$ cat config.mk
export PLATFORM = sky130hd
export DESIGN_NAME = axi_wr_demux
export DESIGN_NICKNAME = d
export VERILOG_FILES = /design/src/demux_pkg.sv /design/src/aw_router.sv /design/src/w_select_fifo.sv /design/src/w_b_steer.sv /design/src/axi_wr_demux.sv
export SDC_FILE = /design/constraint.sdc
export NUM_CORES = 1
export LEC_CHECK = 0
export BUFFER_PORTS_ARGS = -buffer_cell sky130_fd_sc_hd__buf_2
export CAP_MARGIN = 5
export CORE_MARGIN = 4
export CORE_UTILIZATION = 30
export DETAILED_ROUTE_END_ITERATION = 6
export HOLD_SLACK_MARGIN = 0.1
export PLACE_DENSITY_LB_ADDON = 0.3
export SETUP_SLACK_MARGIN = 0.4
export SLEW_MARGIN = 20
export SYNTH_ARGS = -nofsm -noshare
export SYNTH_HDL_FRONTEND = slang
export SYNTH_HIERARCHICAL = 1
export SYNTH_SLANG_ARGS = --single-unit
export TNS_END_PERCENT = 30
$ cat constraint.sdc
create_clock -name clk_i -period 10.6 [get_ports clk_i]
set_input_delay 1.06 -clock clk_i [delete_from_list [all_inputs] [get_ports clk_i]]
set_output_delay 1.06 -clock clk_i [all_outputs]
set_load 0.05 [all_outputs]
$ cat src/demux_pkg.sv
// ------------------------------------------------
// Shared widths, port count, depths and the port
// select type of the write-side AXI demux
// ------------------------------------------------
`default_nettype none

package demux_pkg;

  // ------------------------------------------------
  // Master side
  // ------------------------------------------------
  localparam int unsigned N_MST = 3;
  localparam int unsigned SEL_W = 2;

  // Index of the target master port
  typedef logic [SEL_W-1:0] sel_t;

  // ------------------------------------------------
  // AXI channel widths
  // ------------------------------------------------
  localparam int unsigned ID_W   = 4;
  localparam int unsigned ADDR_W = 32;
  localparam int unsigned DATA_W = 32;

  // ------------------------------------------------
  // Ordering state
  // ------------------------------------------------
  // Low ID bits that pick a tracked ID
  localparam int unsigned LOOK_BITS = 2;
  localparam int unsigned N_IDS     = 4;

  // Outstanding counter, all ones means full
  localparam int unsigned CNT_W = 2;

  // Select FIFO between AW and W
  localparam int unsigned SEL_FIFO_DEPTH = 4;
  localparam int unsigned PTR_W          = $clog2(SEL_FIFO_DEPTH);

endpackage

`default_nettype wire

$ cat src/aw_router.sv
// ------------------------------------------------
// AW router with per-ID outstanding counters,
// bound-port lookup and AW valid lock
// ------------------------------------------------
`timescale 1ns/1ps
`default_nettype none

module aw_router (
  input  logic                          clk_i,
  input  logic                          rst_n_i,
  // Slave AW
  input  logic [demux_pkg::ID_W-1:0]    aw_id_i,
  input  logic [demux_pkg::ADDR_W-1:0]  aw_addr_i,
  input  demux_pkg::sel_t               aw_sel_i,
  input  logic                          aw_valid_i,
  output logic                          aw_ready_o,
  // Master AW
  output logic [demux_pkg::ID_W-1:0]    mst_aw_id_o,
  output logic [demux_pkg::ADDR_W-1:0]  mst_aw_addr_o,
  output logic [demux_pkg::N_MST-1:0]   mst_aw_valid_o,
  input  logic [demux_pkg::N_MST-1:0]   mst_aw_ready_i,
  // Select FIFO
  input  logic                          fifo_full_i,
  output logic                          sel_push_o,
  output demux_pkg::sel_t               sel_push_data_o,
  // Completed B at the slave port
  input  logic                          b_done_i,
  input  logic [demux_pkg::ID_W-1:0]    b_done_id_i
);
  import demux_pkg::*;

  logic [CNT_W-1:0]     cnt_q [N_IDS];
  sel_t                 bound_q [N_IDS];
  logic [N_IDS-1:0]     push_en;
  logic [N_IDS-1:0]     pop_en;
  logic [N_IDS-1:0]     cnt_full;
  logic [LOOK_BITS-1:0] aw_idx;
  logic [LOOK_BITS-1:0] done_idx;
  logic                 occupied;
  logic                 id_free;
  logic                 any_full;
  logic                 lock_q;
  logic                 lock_d;
  logic                 aw_valid;
  logic                 sel_ready;

  // ------------------------------------------------
  // ID lookup
  // ------------------------------------------------
  assign aw_idx   = aw_id_i[LOOK_BITS-1:0];
  assign done_idx = b_done_id_i[LOOK_BITS-1:0];

  always_comb begin
    for (int i = 0; i < N_IDS; i++) begin
      cnt_full[i] = &cnt_q[i];
      push_en[i]  = sel_push_o && (aw_idx == LOOK_BITS'(i));
      pop_en[i]   = b_done_i && (done_idx == LOOK_BITS'(i));
    end
  end

  assign any_full = |cnt_full;
  assign occupied = |cnt_q[aw_idx];
  // Same ID may only go on to the port it is already bound to
  assign id_free  = !occupied || (bound_q[aw_idx] == aw_sel_i);

  assign sel_ready = mst_aw_ready_i[aw_sel_i];

  // ------------------------------------------------
  // AW handshake
  // ------------------------------------------------
  always_comb begin
    aw_valid   = 1'b0;
    aw_ready_o = 1'b0;
    sel_push_o = 1'b0;
    lock_d     = lock_q;
    if (lock_q) begin
      // Decision already pushed, wait for the port
      aw_valid = 1'b1;
      if (sel_ready) begin
        aw_ready_o = 1'b1;
        lock_d     = 1'b0;
      end
    end else if (aw_valid_i && id_free && !any_full && !fifo_full_i) begin
      aw_valid   = 1'b1;
      sel_push_o = 1'b1;
      aw_ready_o = sel_ready;
      lock_d     = !sel_ready;
    end
  end

  always_comb begin
    for (int p = 0; p < N_MST; p++) begin
      mst_aw_valid_o[p] = aw_valid && (aw_sel_i == sel_t'(p));
    end
  end

  assign mst_aw_id_o     = aw_id_i;
  assign mst_aw_addr_o   = aw_addr_i;
  assign sel_push_data_o = aw_sel_i;

  // ------------------------------------------------
  // State
  // ------------------------------------------------
  always_ff @(posedge clk_i) begin
    if (!rst_n_i) begin
      lock_q <= 1'b0;
    end else begin
      lock_q <= lock_d;
    end
  end

  // Push and pop on one ID cancel out
  always_ff @(posedge clk_i) begin
    if (!rst_n_i) begin
      for (int i = 0; i < N_IDS; i++) begin
        cnt_q[i] <= '0;
      end
    end else begin
      for (int i = 0; i < N_IDS; i++) begin
        if (push_en[i] && !pop_en[i]) begin
          cnt_q[i] <= cnt_q[i] + 1'b1;
        end else if (pop_en[i] && !push_en[i]) begin
          cnt_q[i] <= cnt_q[i] - 1'b1;
        end
      end
    end
  end

  // Port bound to each tracked ID
  always_ff @(posedge clk_i) begin
    if (sel_push_o) begin
      bound_q[aw_idx] <= aw_sel_i;
    end
  end

endmodule

`default_nettype wire

$ cat src/w_select_fifo.sv
// ------------------------------------------------
// Select FIFO, holds the target port of every
// accepted AW in order for the W channel
// ------------------------------------------------
`timescale 1ns/1ps
`default_nettype none

module w_select_fifo (
  input  logic            clk_i,
  input  logic            rst_n_i,
  input  logic            push_i,
  input  demux_pkg::sel_t data_i,
  input  logic            pop_i,
  output logic            full_o,
  output logic            empty_o,
  output demux_pkg::sel_t head_o
);
  import demux_pkg::*;

  sel_t             mem_q [SEL_FIFO_DEPTH];
  logic [PTR_W-1:0] wr_ptr_q;
  logic [PTR_W-1:0] rd_ptr_q;
  logic [PTR_W:0]   count_q;
  logic             do_push;
  logic             do_pop;

  assign full_o  = (count_q == (PTR_W+1)'(SEL_FIFO_DEPTH));
  assign empty_o = (count_q == '0);

  assign do_push = push_i && !full_o;
  assign do_pop  = pop_i && !empty_o;

  // Registered head, no fall-through
  assign head_o = mem_q[rd_ptr_q];

  // Pointers wrap naturally at a power-of-two depth
  always_ff @(posedge clk_i) begin
    if (!rst_n_i) begin
      wr_ptr_q <= '0;
      rd_ptr_q <= '0;
      count_q  <= '0;
    end else begin
      if (do_push) begin
        wr_ptr_q <= wr_ptr_q + 1'b1;
      end
      if (do_pop) begin
        rd_ptr_q <= rd_ptr_q + 1'b1;
      end
      case ({do_push, do_pop})
        2'b10:   count_q <= count_q + 1'b1;
        2'b01:   count_q <= count_q - 1'b1;
        default: count_q <= count_q;
      endcase
    end
  end

  always_ff @(posedge clk_i) begin
    if (do_push) begin
      mem_q[wr_ptr_q] <= data_i;
    end
  end

endmodule

`default_nettype wire

$ cat src/w_b_steer.sv
// ------------------------------------------------
// W steering by the select FIFO head and
// round-robin B merge with lock-in
// ------------------------------------------------
`timescale 1ns/1ps
`default_nettype none

module w_b_steer (
  input  logic                                         clk_i,
  input  logic                                         rst_n_i,
  // Select FIFO
  input  demux_pkg::sel_t                              sel_head_i,
  input  logic                                         sel_empty_i,
  output logic                                         sel_pop_o,
  // Slave W
  input  logic [demux_pkg::DATA_W-1:0]                 w_data_i,
  input  logic                                         w_last_i,
  input  logic                                         w_valid_i,
  output logic                                         w_ready_o,
  // Master W
  output logic [demux_pkg::DATA_W-1:0]                 mst_w_data_o,
  output logic                                         mst_w_last_o,
  output logic [demux_pkg::N_MST-1:0]                  mst_w_valid_o,
  input  logic [demux_pkg::N_MST-1:0]                  mst_w_ready_i,
  // Master B
  input  logic [demux_pkg::N_MST-1:0][demux_pkg::ID_W-1:0] mst_b_id_i,
  input  logic [demux_pkg::N_MST-1:0]                  mst_b_valid_i,
  output logic [demux_pkg::N_MST-1:0]                  mst_b_ready_o,
  // Slave B
  output logic [demux_pkg::ID_W-1:0]                   b_id_o,
  output logic                                         b_valid_o,
  input  logic                                         b_ready_i,
  // Completion to the router
  output logic                                         b_done_o,
  output logic [demux_pkg::ID_W-1:0]                   b_done_id_o
);
  import demux_pkg::*;

  sel_t rr_q;
  sel_t pick_q;
  sel_t pick;
  logic lock_q;
  logic found;

  // ------------------------------------------------
  // W channel
  // ------------------------------------------------
  assign mst_w_data_o = w_data_i;
  assign mst_w_last_o = w_last_i;

  always_comb begin
    mst_w_valid_o = '0;
    w_ready_o     = 1'b0;
    sel_pop_o     = 1'b0;
    // Nothing goes out until an AW has been routed
    if (!sel_empty_i) begin
      mst_w_valid_o[sel_head_i] = w_valid_i;
      w_ready_o                 = mst_w_ready_i[sel_head_i];
      sel_pop_o                 = w_valid_i && mst_w_ready_i[sel_head_i] && w_last_i;
    end
  end

  // ------------------------------------------------
  // B arbitration
  // ------------------------------------------------
  always_comb begin
    int unsigned cand;
    found = lock_q;
    pick  = lock_q ? pick_q : rr_q;
    cand  = 0;
    if (!lock_q) begin
      // Search starts at the port after the last grant
      for (int k = 0; k < N_MST; k++) begin
        cand = (int'(rr_q) + k) % N_MST;
        if (!found && mst_b_valid_i[cand]) begin
          found = 1'b1;
          pick  = sel_t'(cand);
        end
      end
    end
  end

  assign b_valid_o = found && mst_b_valid_i[pick];
  assign b_id_o    = mst_b_id_i[pick];

  always_comb begin
    mst_b_ready_o       = '0;
    mst_b_ready_o[pick] = b_valid_o && b_ready_i;
  end

  assign b_done_o    = b_valid_o && b_ready_i;
  assign b_done_id_o = b_id_o;

  // Grant is held while the slave stalls
  always_ff @(posedge clk_i) begin
    if (!rst_n_i) begin
      rr_q   <= '0;
      lock_q <= 1'b0;
    end else if (b_done_o) begin
      rr_q   <= (pick == sel_t'(N_MST - 1)) ? '0 : pick + 1'b1;
      lock_q <= 1'b0;
    end else if (b_valid_o) begin
      lock_q <= 1'b1;
    end
  end

  always_ff @(posedge clk_i) begin
    if (b_valid_o && !b_ready_i) begin
      pick_q <= pick;
    end
  end

endmodule

`default_nettype wire

$ cat src/axi_wr_demux.sv
// ------------------------------------------------
// Write-side AXI demux top level, one slave port
// to three master ports
// ------------------------------------------------
`timescale 1ns/1ps
`default_nettype none

module axi_wr_demux (
  input  logic                                          clk_i,
  input  logic                                          rst_n_i,
  // Slave AW
  input  logic [demux_pkg::ID_W-1:0]                    slv_aw_id_i,
  input  logic [demux_pkg::ADDR_W-1:0]                  slv_aw_addr_i,
  input  demux_pkg::sel_t                               slv_aw_sel_i,
  input  logic                                          slv_aw_valid_i,
  output logic                                          slv_aw_ready_o,
  // Slave W
  input  logic [demux_pkg::DATA_W-1:0]                  slv_w_data_i,
  input  logic                                          slv_w_last_i,
  input  logic                                          slv_w_valid_i,
  output logic                                          slv_w_ready_o,
  // Slave B
  output logic [demux_pkg::ID_W-1:0]                    slv_b_id_o,
  output logic                                          slv_b_valid_o,
  input  logic                                          slv_b_ready_i,
  // Master AW
  output logic [demux_pkg::ID_W-1:0]                    mst_aw_id_o,
  output logic [demux_pkg::ADDR_W-1:0]                  mst_aw_addr_o,
  output logic [demux_pkg::N_MST-1:0]                   mst_aw_valid_o,
  input  logic [demux_pkg::N_MST-1:0]                   mst_aw_ready_i,
  // Master W
  output logic [demux_pkg::DATA_W-1:0]                  mst_w_data_o,
  output logic                                          mst_w_last_o,
  output logic [demux_pkg::N_MST-1:0]                   mst_w_valid_o,
  input  logic [demux_pkg::N_MST-1:0]                   mst_w_ready_i,
  // Master B
  input  logic [demux_pkg::N_MST-1:0][demux_pkg::ID_W-1:0] mst_b_id_i,
  input  logic [demux_pkg::N_MST-1:0]                   mst_b_valid_i,
  output logic [demux_pkg::N_MST-1:0]                   mst_b_ready_o
);
  import demux_pkg::*;

  logic            sel_push;
  sel_t            sel_push_data;
  logic            sel_full;
  logic            sel_empty;
  sel_t            sel_head;
  logic            sel_pop;
  logic            b_done;
  logic [ID_W-1:0] b_done_id;

  aw_router i_aw_router (
    .clk_i           (clk_i),
    .rst_n_i         (rst_n_i),
    .aw_id_i         (slv_aw_id_i),
    .aw_addr_i       (slv_aw_addr_i),
    .aw_sel_i        (slv_aw_sel_i),
    .aw_valid_i      (slv_aw_valid_i),
    .aw_ready_o      (slv_aw_ready_o),
    .mst_aw_id_o     (mst_aw_id_o),
    .mst_aw_addr_o   (mst_aw_addr_o),
    .mst_aw_valid_o  (mst_aw_valid_o),
    .mst_aw_ready_i  (mst_aw_ready_i),
    .fifo_full_i     (sel_full),
    .sel_push_o      (sel_push),
    .sel_push_data_o (sel_push_data),
    .b_done_i        (b_done),
    .b_done_id_i     (b_done_id)
  );

  w_select_fifo i_sel_fifo (
    .clk_i   (clk_i),
    .rst_n_i (rst_n_i),
    .push_i  (sel_push),
    .data_i  (sel_push_data),
    .pop_i   (sel_pop),
    .full_o  (sel_full),
    .empty_o (sel_empty),
    .head_o  (sel_head)
  );

  w_b_steer i_w_b_steer (
    .clk_i         (clk_i),
    .rst_n_i       (rst_n_i),
    .sel_head_i    (sel_head),
    .sel_empty_i   (sel_empty),
    .sel_pop_o     (sel_pop),
    .w_data_i      (slv_w_data_i),
    .w_last_i      (slv_w_last_i),
    .w_valid_i     (slv_w_valid_i),
    .w_ready_o     (slv_w_ready_o),
    .mst_w_data_o  (mst_w_data_o),
    .mst_w_last_o  (mst_w_last_o),
    .mst_w_valid_o (mst_w_valid_o),
    .mst_w_ready_i (mst_w_ready_i),
    .mst_b_id_i    (mst_b_id_i),
    .mst_b_valid_i (mst_b_valid_i),
    .mst_b_ready_o (mst_b_ready_o),
    .b_id_o        (slv_b_id_o),
    .b_valid_o     (slv_b_valid_o),
    .b_ready_i     (slv_b_ready_i),
    .b_done_o      (b_done),
    .b_done_id_o   (b_done_id)
  );

endmodule

`default_nettype wire

# Word-level counts from Yosys, hierarchy flattened
# Memories as Yosys holds them, arrays and structs flattened. A register that Yosys moved wholly into a read port is not among the register bits.
# Index checks and enable logic that the tools add are counted.
[totals]
register_bits = 13
latch_bits = 0
ramBits = 24
romBits = 0
in_bits = 97
output_inout_bits = 85
wordCells = 210
mem_count = 3
[memory_table]
columns = ["name", "depth", "width", "read_ports", "rd_ports_with_merged_regs", "write_ports", "line", "rtl"]
rows = [
  ["i_aw_router.bound_q", 4, 2, 1, 0, 1, "aw_router.sv:33", "sel_t bound_q [N_IDS];"],
  ["i_aw_router.cnt_q", 4, 2, 5, 0, 4, "aw_router.sv:32", "logic [CNT_W-1:0] cnt_q [N_IDS];"],
  ["i_sel_fifo.mem_q", 4, 2, 1, 1, 1, "w_select_fifo.sv:20", "sel_t mem_q [SEL_FIFO_DEPTH];"],
]
[classes]
add_sub_neg = 15
multipliers = 0
n_div = 3
magnitude_cmp = 8
n_eq_ne = 13
shift = 0
mux = 86
bitwise_logic = 11
reduce_logical = 64
[op_table]
columns = ["cell", "count"]
rows = [
  ["less-than comparator 32 x 3 -> 1 bit, second input constant", 3],
  ["modulo 32 x 2 -> 32 bit, second input constant", 2],
  ["two-way mux 1 bit", 58],
  ["logical AND 1 bit", 34],
  ["modulo 2 x 2 -> 32 bit, second input constant", 1],
  ["two-way mux 2 bit", 16],
  ["logical NOT 1 bit", 17],
  ["adder 2 x 1 -> 2 bit, second input constant", 7],
  ["== test 2 bit, second input constant", 7],
  ["binary-select mux 1 bit (select 2 bit)", 6],
  ["less-than comparator 2 x 3 -> 1 bit, second input constant", 3],
  ["binary-select mux 4 bit (select 2 bit)", 1],
  ["== test 2 x 1 -> 1 bit, second input constant", 4],
  ["OR 1 bit", 8],
  ["AND reduction 2 bit", 4],
  ["subtractor 2 x 1 -> 2 bit, second input constant", 4],
  ["bitwise AND 3 bit", 2],
  ["logical NOT 2 bit", 3],
  ["case mux 3 bit (2 select lines)", 1],
  ["demux 1 bit (select 2 bit)", 2],
  [">= comparator 2 x 1 -> 1 bit, second input constant", 2],
  ["two-way mux 4 bit", 1],
  ["OR reduction 2 bit", 2],
  ["OR reduction 4 bit", 1],
  ["other kinds (11)", 11],
]

# Logic depth before layout (Yosys ltp)
# Gate-level depths: netlist of run 1.
[logic_depth]
ltp_word = 26
ltp_mapped = 15
ltp_nobuf = 13

# Cells and area by module
# The synthesis of run 1 kept the hierarchy.
[modules_own_cells]
columns = ["mod", "n_inst", "cells_each", "area_per_inst_um2", "seq_area_each_um2"]
rows = [
  ["aw_router", 1, 150, 1443.9, 500.5],
  ["w_b_steer", 1, 146, 1072.3, 120.1],
  ["w_select_fifo", 1, 64, 779.5, 420.4],
]

# Worst setup path before layout of run 1
# No wires, ideal clock.
[synth_path]
path_type = "input to output"
startpoint = "in slv_aw_id_i[1] (netlist bit)"
endpoint = "out mst_aw_valid_o[0] (netlist bit)"
arrival_ns = 3.588
t_required_ns = 9.540
setup_slack_ns = 5.952
path_stages = 6
n_path_buf = 1
path_cell_list = "buf_6 -> mux2i_1 -> xnor2_1 -> o21ai_2 -> mux2i_1 -> o41ai_1"
[synth_via]
elab_chain_cells = 10
word_cells_on_any_way = 12
cone_classes = "eq/ne (1); mux (2); reduce/logical (7); memory (2)"
[synth_rtl]
columns = ["element", "line", "rtl"]
rows = [
  ["start: declaration", "axi_wr_demux.sv:12", "input logic [demux_pkg::ID_W-1:0] slv_aw_id_i,"],
  ["memory (4 x 2 bit)", "-", ""],
  ["OR reduction 2 bit", "aw_router.sv:62", "assign occupied = |cnt_q[aw_idx];"],
  ["logical NOT 1 bit", "aw_router.sv:64", "assign id_free = !occupied || (bound_q[aw_idx] == aw_sel_i);"],
  ["logical OR 1 bit *", "aw_router.sv:64", ""],
  ["logical AND 1 bit * (3 in series)", "aw_router.sv:83", "end else if (aw_valid_i && id_free && !any_full && !fifo_full_i) begin"],
  ["two-way mux 1 bit *", "aw_router.sv:83", ""],
  ["two-way mux 1 bit *", "aw_router.sv:76", "if (lock_q) begin"],
  ["logical AND 1 bit *", "aw_router.sv:93", "mst_aw_valid_o[p] = aw_valid && (aw_sel_i == sel_t'(p));"],
  ["end: declaration", "axi_wr_demux.sv:29", "output logic [demux_pkg::N_MST-1:0] mst_aw_valid_o,"],
]
# Every way passes the cells marked *; elsewhere a longest branch is shown, timed or not.

# Worst setup path in the final report of run 1
[layout_path]
startpoint = "reg i_w_b_steer.rr_q[0]"
endpoint = "out slv_b_valid_o"
[layout_via]
elab_chain_cells = 17
word_cells_on_any_way = 30
cone_classes = "add/sub (2); div (3); mux (19); reduce/logical (6)"
[layout_rtl]
columns = ["element", "line", "rtl"]
rows = [
  ["start: declaration", "w_b_steer.sv:39", "sel_t rr_q;"],
  ["start signal: assignment", "w_b_steer.sv:100", "rr_q <= (pick == sel_t'(N_MST - 1)) ? '0 : pick + 1'b1;"],
  ["branches (longest 16 deep; another with modulo 32 x 2 -> 32 bit)", "-", ""],
  ["logical AND 1 bit *", "w_b_steer.sv:83", "assign b_valid_o = found && mst_b_valid_i[pick];"],
  ["end: declaration", "axi_wr_demux.sv:24", "output logic slv_b_valid_o,"],
]
# Mark *: on every way between the ends. The select of a mux whose other input is x is not followed.

==> results.yml, run 1 <==
sta:
  slew_violations: 0
  tightest_slew_ns: 0.776
  fin_skew_ns: 0.00473
  hold_viol_final: 0
  finalCritPeriodShare_pct: 41.9
  tns_ns: 0
  setup_viol: 0
  relSlewSlack_pct: 47.8
  holdWs_ns: 0.493
  max_freq_mhz: 225
  rsz0062_at_grt: "false"
  fin_crit_ns: 4.44
setup_path:
  critPathKind: "flip-flop to output pin"
  end_kind: "output pin"
  r2r_start: "i_w_b_steer/rr_q[0]"
  crit_arrival_ns: 3.38
  reg2reg_slack_ns: 6.51
  worstPathRequired_ns: 9.54
  r2r_cells: 12
  start_kind: "flip-flop"
  timing.rr.end: "i_aw_router/cnt_q[0][1]"
  cp_max_fo: 16
global_route:
  grt_use_total_pct: 10.4
  grt.overflow.total: 0
  grt_max_degree: 28
  antenna_found_initial: 0
  grt_pass1_vias: 2341
  grt_pass1_wl_mm: 11.3
route:
  wirelength_mm: 6.59
  drt_iter0_markers: 107
  ant_nets: 0
  dr.pass1.iters: 4
  drc: 0
  wire_per_inst_um: 14.1
  viasPerCell: 5.04
  vias: 2363
min_path:
  hold_class: "flip-flop to flip-flop"
  hold_start: "i_sel_fifo/rd_ptr_q[1]"
  holdPathStages: 2
flow_run:
  cap_violations: 0
die:
  num_rows: 38
  die_x_um: 113
  dieHeight_um: 113
  core_um2: 10800
  die-area_um2: 12700
  initial_utilization_pct: 30.5
  ios: 182
layout:
  num-nets-final: 435
  drive_gt1_share_pct: 24.9
  multiInputGateArea_um2: 1540
  area_delta_synth_final_pct: -3.26
  antenna_cells: 0
  n_fill_cell: 1114
  register_area_um2: 1040
yosys:
  yosys-mux-area-fraction_pct: 7.48
  ys.warnings.count: 6
  ys_seq_area_share_pct: 31.6
  synth_edf_count: 26
  synthDistinctLibCells: 64
  synthFlopType: "edfxtp_1"
  postSynth.asyncResetShare_pct: 0
  synthXorXnorAreaFrac_pct: 2.39
  synth_area_um2: 3300
  ys_seq_elements: 39
  synth_compound_area_share_pct: 13.7
  synth_top_family_by_area: "buffers and inverters"
  post_synth_inst_count: 360
  syn_area_per_cell_um2: 9.15
  synthAdderAreaFrac_pct: 4.02
  syn-num-nets: 467
  synthSimpleGateAreaFrac_pct: 18.8
power_and_ir_drop:
  p_leak_nw: 1.26
  peakVddDrop_mv: 0.374
  pwr_density_cell_nw_per_um2: 260
outcome:
  status: "complete, no violations"
clocking:
  htree_levels: 2
  cts_setup_buffers: 0
  cts_sinks: 39
  tritoncts: "yes"
  numCtsBuffers: 5
  hold_buffers: 0
  cts_buffer_depth: 2
  cts.reportedPaths.clkPinSlew_ns: 0.08
  cts_root_buffer: "clkbuf_8"
  cts_resized: 0
  clock_latency_ns: 0.29
placed_design:
  gp_congestion: 0.787
  numPortBuffers: 49
  dp_hpwl_mm: 4.98
worst max-delay path: stages (launching register included):
cell     delay (ns)
dfxtp_1        0.42
inv_1          0.08
ha_1           0.50
or2_1          0.18
a21oi_1        0.06
or4_1          0.49
o22ai_2        0.56
nand3_1        0.25
o21a_1         0.20
nor2_1         0.09
buf_2          0.27
layout by cell type (no fill, tap or decap), types with 6 or more instances in the layout:
| master | instances |
|---|---|
| xnor2_1 | 6 |
| a21oi_1 | 9 |
| nor3_1 | 6 |
| edfxtp_1 | 26 |
| and2_1 | 6 |
| nand2_1 | 21 |
| o21ai_0 | 14 |
| inv_1 | 21 |
| nand3_1 | 18 |
| mux2i_1 | 19 |
| ha_1 | 9 |
| or3_1 | 6 |
| buf_2 | 49 |
| nor2_1 | 15 |
| dfxtp_1 | 13 |
synthesized netlist by cell type (all sizes together), types with 7 or more instances:
library cell   n  area share [%]
a21oi          9             1.4
o21ai         15             2.4
o22ai          7             1.5
nor2          15             1.7
inv           21             2.4
nor3           9             1.8
ha             9             3.4
dfxtp         13             7.9
mux2i         19             5.8
nand2         22             2.6
nand3         18             2.7
or3            7             1.4
buf           84              19
edfxtp        26              24
how the worst max path moves through the flow:
stage	from	to	slack, ns	depth (start not counted)
2_1_floorplan	slv_aw_id_i[1]	mst_aw_valid_o[0]	5.95	6
3_3_place_gp	mst_b_valid_i[2]	slv_b_valid_o	5.95	9
3_5_place_dp	mst_b_valid_i[2]	slv_b_valid_o	5.93	9
4_1_cts	i_w_b_steer/rr_q[0]	slv_b_valid_o	5.81	10
5_1_grt	i_w_b_steer/rr_q[0]	mst_b_ready_o[1]	5.88	11
6_report	i_w_b_steer/rr_q[0]	slv_b_valid_o	6.16	10
per-stage QoR:
stage / util (%) / instances / instance area (um2) / setup WS, ns / total power (W)
final: 29.5 / 469 / 3190 / 6.16 / 0.000827
after global routing: 29.5 / 469 / 3190 / 5.88 / 0.000895
after CTS: 29.5 / 469 / 3180 / 5.81 / 0.000829
after detailed placement: 28.4 / 461 / 3070 / 5.93 / 0.000702
after global placement: 28.4 / 461 / 3070 / 5.95 / 0.000700
after floorplan: - / 360 / 3300 / 5.95 / 0.000704
cell families (layout without fill, tap and decap cells):
family | count (synthesis) | in the layout
xor gates and xnor gates | 9 | 9
muxes | 22 | 22
adders and majority gates | 10 | 10
buffers and inverters | 109 | 78
DFF | 39 | 39
and+or+nand+nor | 108 | 108
AOI/OAI and AO/OA | 63 | 63
power by group:
| part | leakage [nW] | internal, W | switching (W) |
|---|---|---|---|
| clock network | 0.0581 | 0.0000701 | 0.0000523 |
| registers | 0.353 | 0.000193 | 0.0000247 |
| logic | 0.846 | 0.000154 | 0.000333 |
| total | 1.26 | 0.000417 | 0.000410 |
layer usage:
layer / vias up / global-route usage [%] / share of wire [%]
met1: 1109 / 14.3 / 47
met5: - / 0 / 0
li1: 1144 / - / -
met4: 0 / 3.13 / 0.88
met2: 94 / 16.1 / 45
met3: 16 / 2.73 / 6.4
area by class of cell:
cell class                      count  share of cell area (%)
Sequential cell                    39                    32.7
Tap cell                          140                    5.49
Inverter                           21                    2.47
Clock buffer                        5                    2.16
Timing Repair Buffer               49                    7.69
Multi-Input combinational cell    212                    48.2
Clock inverter                      3                    1.37
flip-flops by register name, summed over array words and instances, names as in the netlist, named ones only:
| signal | cells |
|---|---|
| i_aw_router/bound_q | 8 |
| i_aw_router/cnt_q | 8 |
| i_aw_router/lock_q | 1 |
| i_sel_fifo/count_q | 3 |
| i_sel_fifo/mem_q | 8 |
| i_sel_fifo/rd_ptr_q | 2 |
| i_sel_fifo/wr_ptr_q | 2 |
| i_w_b_steer/lock_q | 1 |
| i_w_b_steer/pick_q | 2 |
| i_w_b_steer/rr_q | 2 |
Note: power is estimated with default switching activity, not from simulation.
==> inputs of run 2 (changes only) <==
- clock period: 10.6 -> 4.4 ns (I/O delays scaled with it)
==> run 2 against run 1 <==
Against the previous run: first-iteration DRC count grew 3.7%; cell area grew 0.63%; combinational power grew to 2.5 times the previous value; sequential power grew 140%; non-clock buffer count grew 2; critical endpoint is now i_aw_router/cnt_q[0][1]; highest routed layer unchanged.
==> results.yml, run 2 (synthesis gave the netlist of run 1 again) <==
outcome:
  status: "complete, no violations"
route:
  viasPerCell: 5.11
  drt_iter0_markers: 111
  drc: 0
  wirelength_mm: 6.82
  wire_per_inst_um: 14.5
  dr.pass1.iters: 6
  vias: 2405
  ant_nets: 0
setup_path:
  cp_max_fo: 11
  crit_arrival_ns: 3.75
  r2r_start: "i_w_b_steer/rr_q[0]"
  end_kind: "flip-flop"
  critPathKind: "flip-flop to flip-flop"
  crit_path_start: "i_w_b_steer/rr_q[0]"
  start_kind: "flip-flop"
  worstPathRequired_ns: 4.40
global_route:
  grt.overflow.total: 0
  antenna_found_initial: 0
  grt_max_degree: 28
  grt_use_total_pct: 10.6
  grt_pass1_vias: 2416
  grt_pass1_wl_mm: 11.5
placed_design:
  post-place-ws_ns: 0.605
  numPortBuffers: 49
  dp_hpwl_mm: 5.16
  gp_congestion: 0.805
clocking:
  cts_sinks: 39
  numCtsBuffers: 5
  clock_latency_ns: 0.29
  htree_levels: 2
  cts_root_buffer: "clkbuf_8"
  hold_buffers: 0
  tritoncts: "yes"
  cts_buffer_depth: 2
  cts.reportedPaths.clkPinSlew_ns: 0.08
die:
  core_um2: 10800
  die_x_um: 113
  initial_utilization_pct: 30.5
  die-area_um2: 12700
  num_rows: 38
  dieHeight_um: 113
  ios: 182
power_and_ir_drop:
  p_leak_nw: 1.26
  pwr_density_cell_nw_per_um2: 638
  peakVddDrop_mv: 0.651
layout:
  top_regs: "i_aw_router/bound_q (8), i_aw_router/cnt_q (8), i_sel_fifo/mem_q (8)"
  antenna_cells: 0
  area_delta_synth_final_pct: -2.66
  num-nets-final: 437
  n_fill_cell: 1085
  final_common_cell: "buf_2"
  layout_common_cells: "49 x buf_2, 26 x edfxtp_1, 21 x inv_1, 21 x nand2_1"
  drive_gt1_share_pct: 25.4
min_path:
  hold_class: "primary input to flip-flop"
  hold_start: "slv_b_ready_i"
flow_run:
  cap_violations: 0
sta:
  tns_ns: 0
  tightest_slew_ns: 0.756
  hold_viol_final: 0
  holdWs_ns: 0.401
  rsz0062_at_grt: "false"
  finalCritPeriodShare_pct: 85.3
  slew_violations: 0
  fin_skew_ns: 0.00700
  setup_slack_ns: 0.646
  max_freq_mhz: 266
  fin_crit_ns: 3.75
  setup_viol: 0
  relSlewSlack_pct: 49.2
run 2: changes by cell type in the layout (fill, tap and decap cells not counted), sizes merged:
cell	previous run	this run
buf	49	51
run 2: layout make-up:
class / instances / area (um2) / share of cell area (%)
flip-flops and latches: 39 / 1040 / 32.4
repair buffers: 51 / 260 / 8.11
multi-input cells: 212 / 1540 / 48.0
well taps: 140 / 175 / 5.46
clock inverters: 3 / 43.8 / 1.37
inverters: 21 / 78.8 / 2.46
clock buffers: 5 / 68.8 / 2.15
run 2: per-stage QoR:
stage	util, %	cells	instance area (um2)	power [W]
after floorplan	-	360	3300	0.00170
after global placement	28.6	463	3080	0.00172
after detailed placement	28.6	463	3080	0.00173
after CTS	29.6	471	3200	0.00203
after global routing	29.7	471	3210	0.00220
final	29.7	471	3210	0.00205
run 2: per-layer routing:
layer	wire length, um	global-route usage [%]	up-vias
met1	3170	13.5	1131
met5	0	0	-
met4	93	4.01	0
li1	-	-	1147
met2	3060	16.9	107
met3	499	3.16	20
run 2: final timing paths:
path         cells past startpoint                 endpoint  slack, ns
max reg2reg                     14  i_aw_router/cnt_q[0][1]       0.65
min reg2reg                      2   i_sel_fifo/rd_ptr_q[1]       0.49
min                              2       i_w_b_steer/lock_q       0.40
max                             14  i_aw_router/cnt_q[0][1]       0.65
run 2: critical path: stages, from the launching register on:
cell     delay, ns
dfxtp_1       0.40
inv_1         0.08
ha_1          0.44
or2_1         0.28
o22ai_1       0.13
a21oi_1       0.15
a31o_1        0.24
a21oi_1       0.13
buf_4         0.19
nand3_1       0.18
o21a_1        0.19
nor2_1        0.19
or3b_2        0.51
a31o_2        0.24
nand3_1       0.12
run 2: what timing repair did:
item | in CTS | in global routing
endpoints found under the setup margin | 0 | 7
resized for setup | 0 | 2
setup buffers | 0 | 0
run 2: power by group:
part | total, W | switching, W | internal [W]
registers | 0.000523 | 0.0000581 | 0.000465
logic | 0.00123 | 0.000823 | 0.000404
clock network | 0.000297 | 0.000128 | 0.000169
total | 0.00205 | 0.00101 | 0.00104
==> inputs of run 3 (changes only) <==
- ABC_AREA: not set -> 1
- CELL_PAD_IN_SITES_DETAIL_PLACEMENT: not set -> 2
- CELL_PAD_IN_SITES_GLOBAL_PLACEMENT: not set -> 2
- CORE_UTILIZATION: 30 -> 23
- SETUP_SLACK_MARGIN: 0.4 -> not set
==> run 3 against run 2 <==
Against the previous run: sequential power decreased by 2%; largest power group unchanged; critical endpoint is now i_aw_router/cnt_q[2][1]; die area increased by 27%; routed wire length increased by 22%; total power increased by 26%; clock skew increased by 0.0037 ns; largest cell class unchanged; synthesized cell count increased by 23%; highest routed layer unchanged.
==> results.yml, run 3 <==
power_and_ir_drop:
  p_comb_share_pct: 63.8
  pwr_density_cell_nw_per_um2: 769
  clkPwrFrac_pct: 16.3
  intPower_w: 0.00116
  p_seq_share_pct: 19.9
  p_leak_nw: 1.62
  p_sw_share_pct: 54.9
  p_switching_w: 0.00141
  peakVddDrop_mv: 0.559
layout:
  top_regs: "i_aw_router/bound_q (8), i_aw_router/cnt_q (8), i_sel_fifo/mem_q (8)"
  antenna_cells: 0
  multiInputGateArea_um2: 1410
  layout_common_cells: "95 x nand2_1, 58 x inv_1, 49 x buf_2, 43 x nand3_1, 29 x nor2_1"
  drive_gt1_share_pct: 21.8
  num-nets-final: 528
  register_area_um2: 1040
  finalInstanceArea_um2: 3340
  final_common_cell: "nand2_1"
  n_fill_cell: 1649
  area_delta_synth_final_pct: 2.02
setup_path:
  crit_path_start: "i_w_b_steer/rr_q[0]"
  cp_max_fo: 13
  end_kind: "flip-flop"
  timing.rr.end: "i_aw_router/cnt_q[2][1]"
  r2r_cells: 22
  crit_arrival_ns: 3.53
  critPathKind: "flip-flop to flip-flop"
  r2r_start: "i_w_b_steer/rr_q[0]"
  worstPathRequired_ns: 4.44
  reg2reg_slack_ns: 0.92
  start_kind: "flip-flop"
  setup.worst_path.end: "i_aw_router/cnt_q[2][1]"
clocking:
  htree_levels: 2
  cts_sinks: 39
  cts_resized: 0
  tritoncts: "yes"
  hold_buffers: 0
  numCtsBuffers: 5
  cts_setup_buffers: 0
  cts.reportedPaths.clkPinSlew_ns: 0.06
  cts_root_buffer: "clkbuf_16"
  cts_buffer_depth: 2
  clock_latency_ns: 0.28
yosys:
  yosys.area.top_type: "edfxtp_1"
  synth_top_family_by_area: "simple AND/OR/NAND/NOR gates"
  yosys-mux-area-fraction_pct: 0
  synthAdderAreaFrac_pct: 4.05
  synth_area_um2: 3280
  ys_seq_area_share_pct: 31.8
  synth_edf_count: 26
  ys.warnings.count: 6
  synth_common_cells: "95 x nand2_1, 75 x buf_4, 58 x inv_1, 43 x nand3_1, 29 x nor2_1"
  postSynth.asyncResetShare_pct: 0
  ys_seq_elements: 39
  synthFlopType: "edfxtp_1"
  synth_compound_area_share_pct: 5.31
  syn_area_per_cell_um2: 7.39
  synth.most_common_cell: "nand2_1"
  synthXorXnorAreaFrac_pct: 0
  syn-num-nets: 550
  synth.area.top_cells: "edfxtp_1 24%, buf_4 17%, nand2_1 11%"
  synthSimpleGateAreaFrac_pct: 33.8
  post_synth_inst_count: 443
  synth_top_cell_area_share_pct: 23.8
  synthDistinctLibCells: 34
sta:
  max_freq_mhz: 287
  tns_ns: 0
  finalCritPeriodShare_pct: 79.1
  rsz0062_at_grt: "false"
  tightest_slew_ns: 0.506
  fin_skew_ns: 0.0107
  relSlewSlack_pct: 66.3
  setup_viol: 0
  hold_viol_final: 0
  holdWs_ns: 0.512
  fin_crit_ns: 3.48
  slew_violations: 0
route:
  ant_nets: 0
  vias: 2684
  viasPerCell: 4.46
  drt_iter0_markers: 76
  dr.pass1.iters: 4
  drc: 0
  wirelength_mm: 8.31
  wire_per_inst_um: 13.8
placed_design:
  dp_hpwl_mm: 6.95
  numPortBuffers: 49
  placed_area_um2: 3170
  gp_congestion: 0.801
die:
  initial_utilization_pct: 23.5
  num_rows: 43
  die-area_um2: 16200
  ios: 182
  die_x_um: 127
  core_um2: 13900
  dieHeight_um: 127
global_route:
  grt_pass1_vias: 2915
  antenna_found_initial: 0
  grt_max_degree: 16
  grt_pass1_wl_mm: 13.9
  grt.overflow.total: 0
  grt_use_total_pct: 10.3
outcome:
  status: "complete, no violations"
flow_run:
  cap_violations: 0
min_path:
  hold_class: "flip-flop to flip-flop"
-- run 3: cells by family after synthesis --
logic type,Yosys count
AND/OR/NAND/NOR,221
flip-flops,39
AO/OA/AOI/OAI,30
adder cells (fa/ha/maj),10
buffers and inverters,143
-- run 3: how the worst min path moves through the flow --
stage,depth (start not counted),slack [ns],from,endpoint
3_5_place_dp,2,0.51,i_sel_fifo/rd_ptr_q[1],i_sel_fifo/rd_ptr_q[1]
4_1_cts,4,0.52,mst_aw_ready_i[0],i_aw_router/lock_q
5_1_grt,1,0.54,slv_aw_sel_i[0],i_sel_fifo/mem_q[1][0]
6_report,2,0.51,i_w_b_steer/rr_q[0],i_w_b_steer/rr_q[0]
3_3_place_gp,2,0.50,i_sel_fifo/wr_ptr_q[0],i_sel_fifo/wr_ptr_q[0]
2_1_floorplan,2,0.46,i_sel_fifo/rd_ptr_q[1],flip-flop
-- run 3: final cells by class --
cell class | instances | area share, %
clock buffers | 5 | 3.74
clock inverters | 3 | 1.42
inverters | 65 | 7.30
multi-input cells | 261 | 42.3
flip-flops and latches | 39 | 31.1
well taps | 180 | 6.74
repair buffers | 49 | 7.34
-- run 3: power by group through the flow --
| stage | sequential (W) | combinational, W | clock [W] |
|---|---|---|---|
| finish | 0.000512 | 0.00164 | 0.000420 |
| CTS | 0.000514 | 0.00168 | 0.000433 |
| floorplan | 0.000509 | 0.00155 | 0 |
| global placement | 0.000519 | 0.00164 | 0 |
| global route | 0.000521 | 0.00184 | 0.000451 |
| detailed placement | 0.000521 | 0.00167 | 0 |
-- run 3: per-stage QoR --
| stage | std cells | setup slack (ns) | total power [W] | utilization [%] |
|---|---|---|---|---|
| after CTS | 602 | 0.841 | 0.00263 | 24.0 |
| after detailed placement | 594 | 0.870 | 0.00219 | 22.7 |
| final | 602 | 0.918 | 0.00257 | 24.0 |
| after floorplan | 443 | 1.46 | 0.00205 | - |
| after global routing | 602 | 0.411 | 0.00281 | 24.0 |
| after global placement | 594 | 1.08 | 0.00216 | 22.7 |
-- run 3: routing by layer --
layer / up-vias / global-route usage [%] / routed length (um)
met2: 93 / 17.2 / 3780
met3: 22 / 2.63 / 505
met4: 0 / 3.60 / 174
met1: 1256 / 12.9 / 3850
li1: 1313 / - / -
met5: - / 0 / 0
-- run 3: worst max-delay path: stages (launching register included) --
cell	delay, ns
dfxtp_1	0.38
inv_1	0.08
ha_1	0.36
inv_2	0.13
nand2_1	0.07
nand3_1	0.09
nand2_2	0.09
nand3_2	0.11
o21ai_1	0.08
nor2_1	0.14
nor2_2	0.06
nor2_4	0.17
inv_2	0.15
nor2_1	0.23
nand2_1	0.09
nand3_1	0.18
inv_1	0.08
nor4_1	0.37
nand2_1	0.17
nand2_1	0.09
nand2_1	0.05
nand2_1	0.05
inv_1	0.04
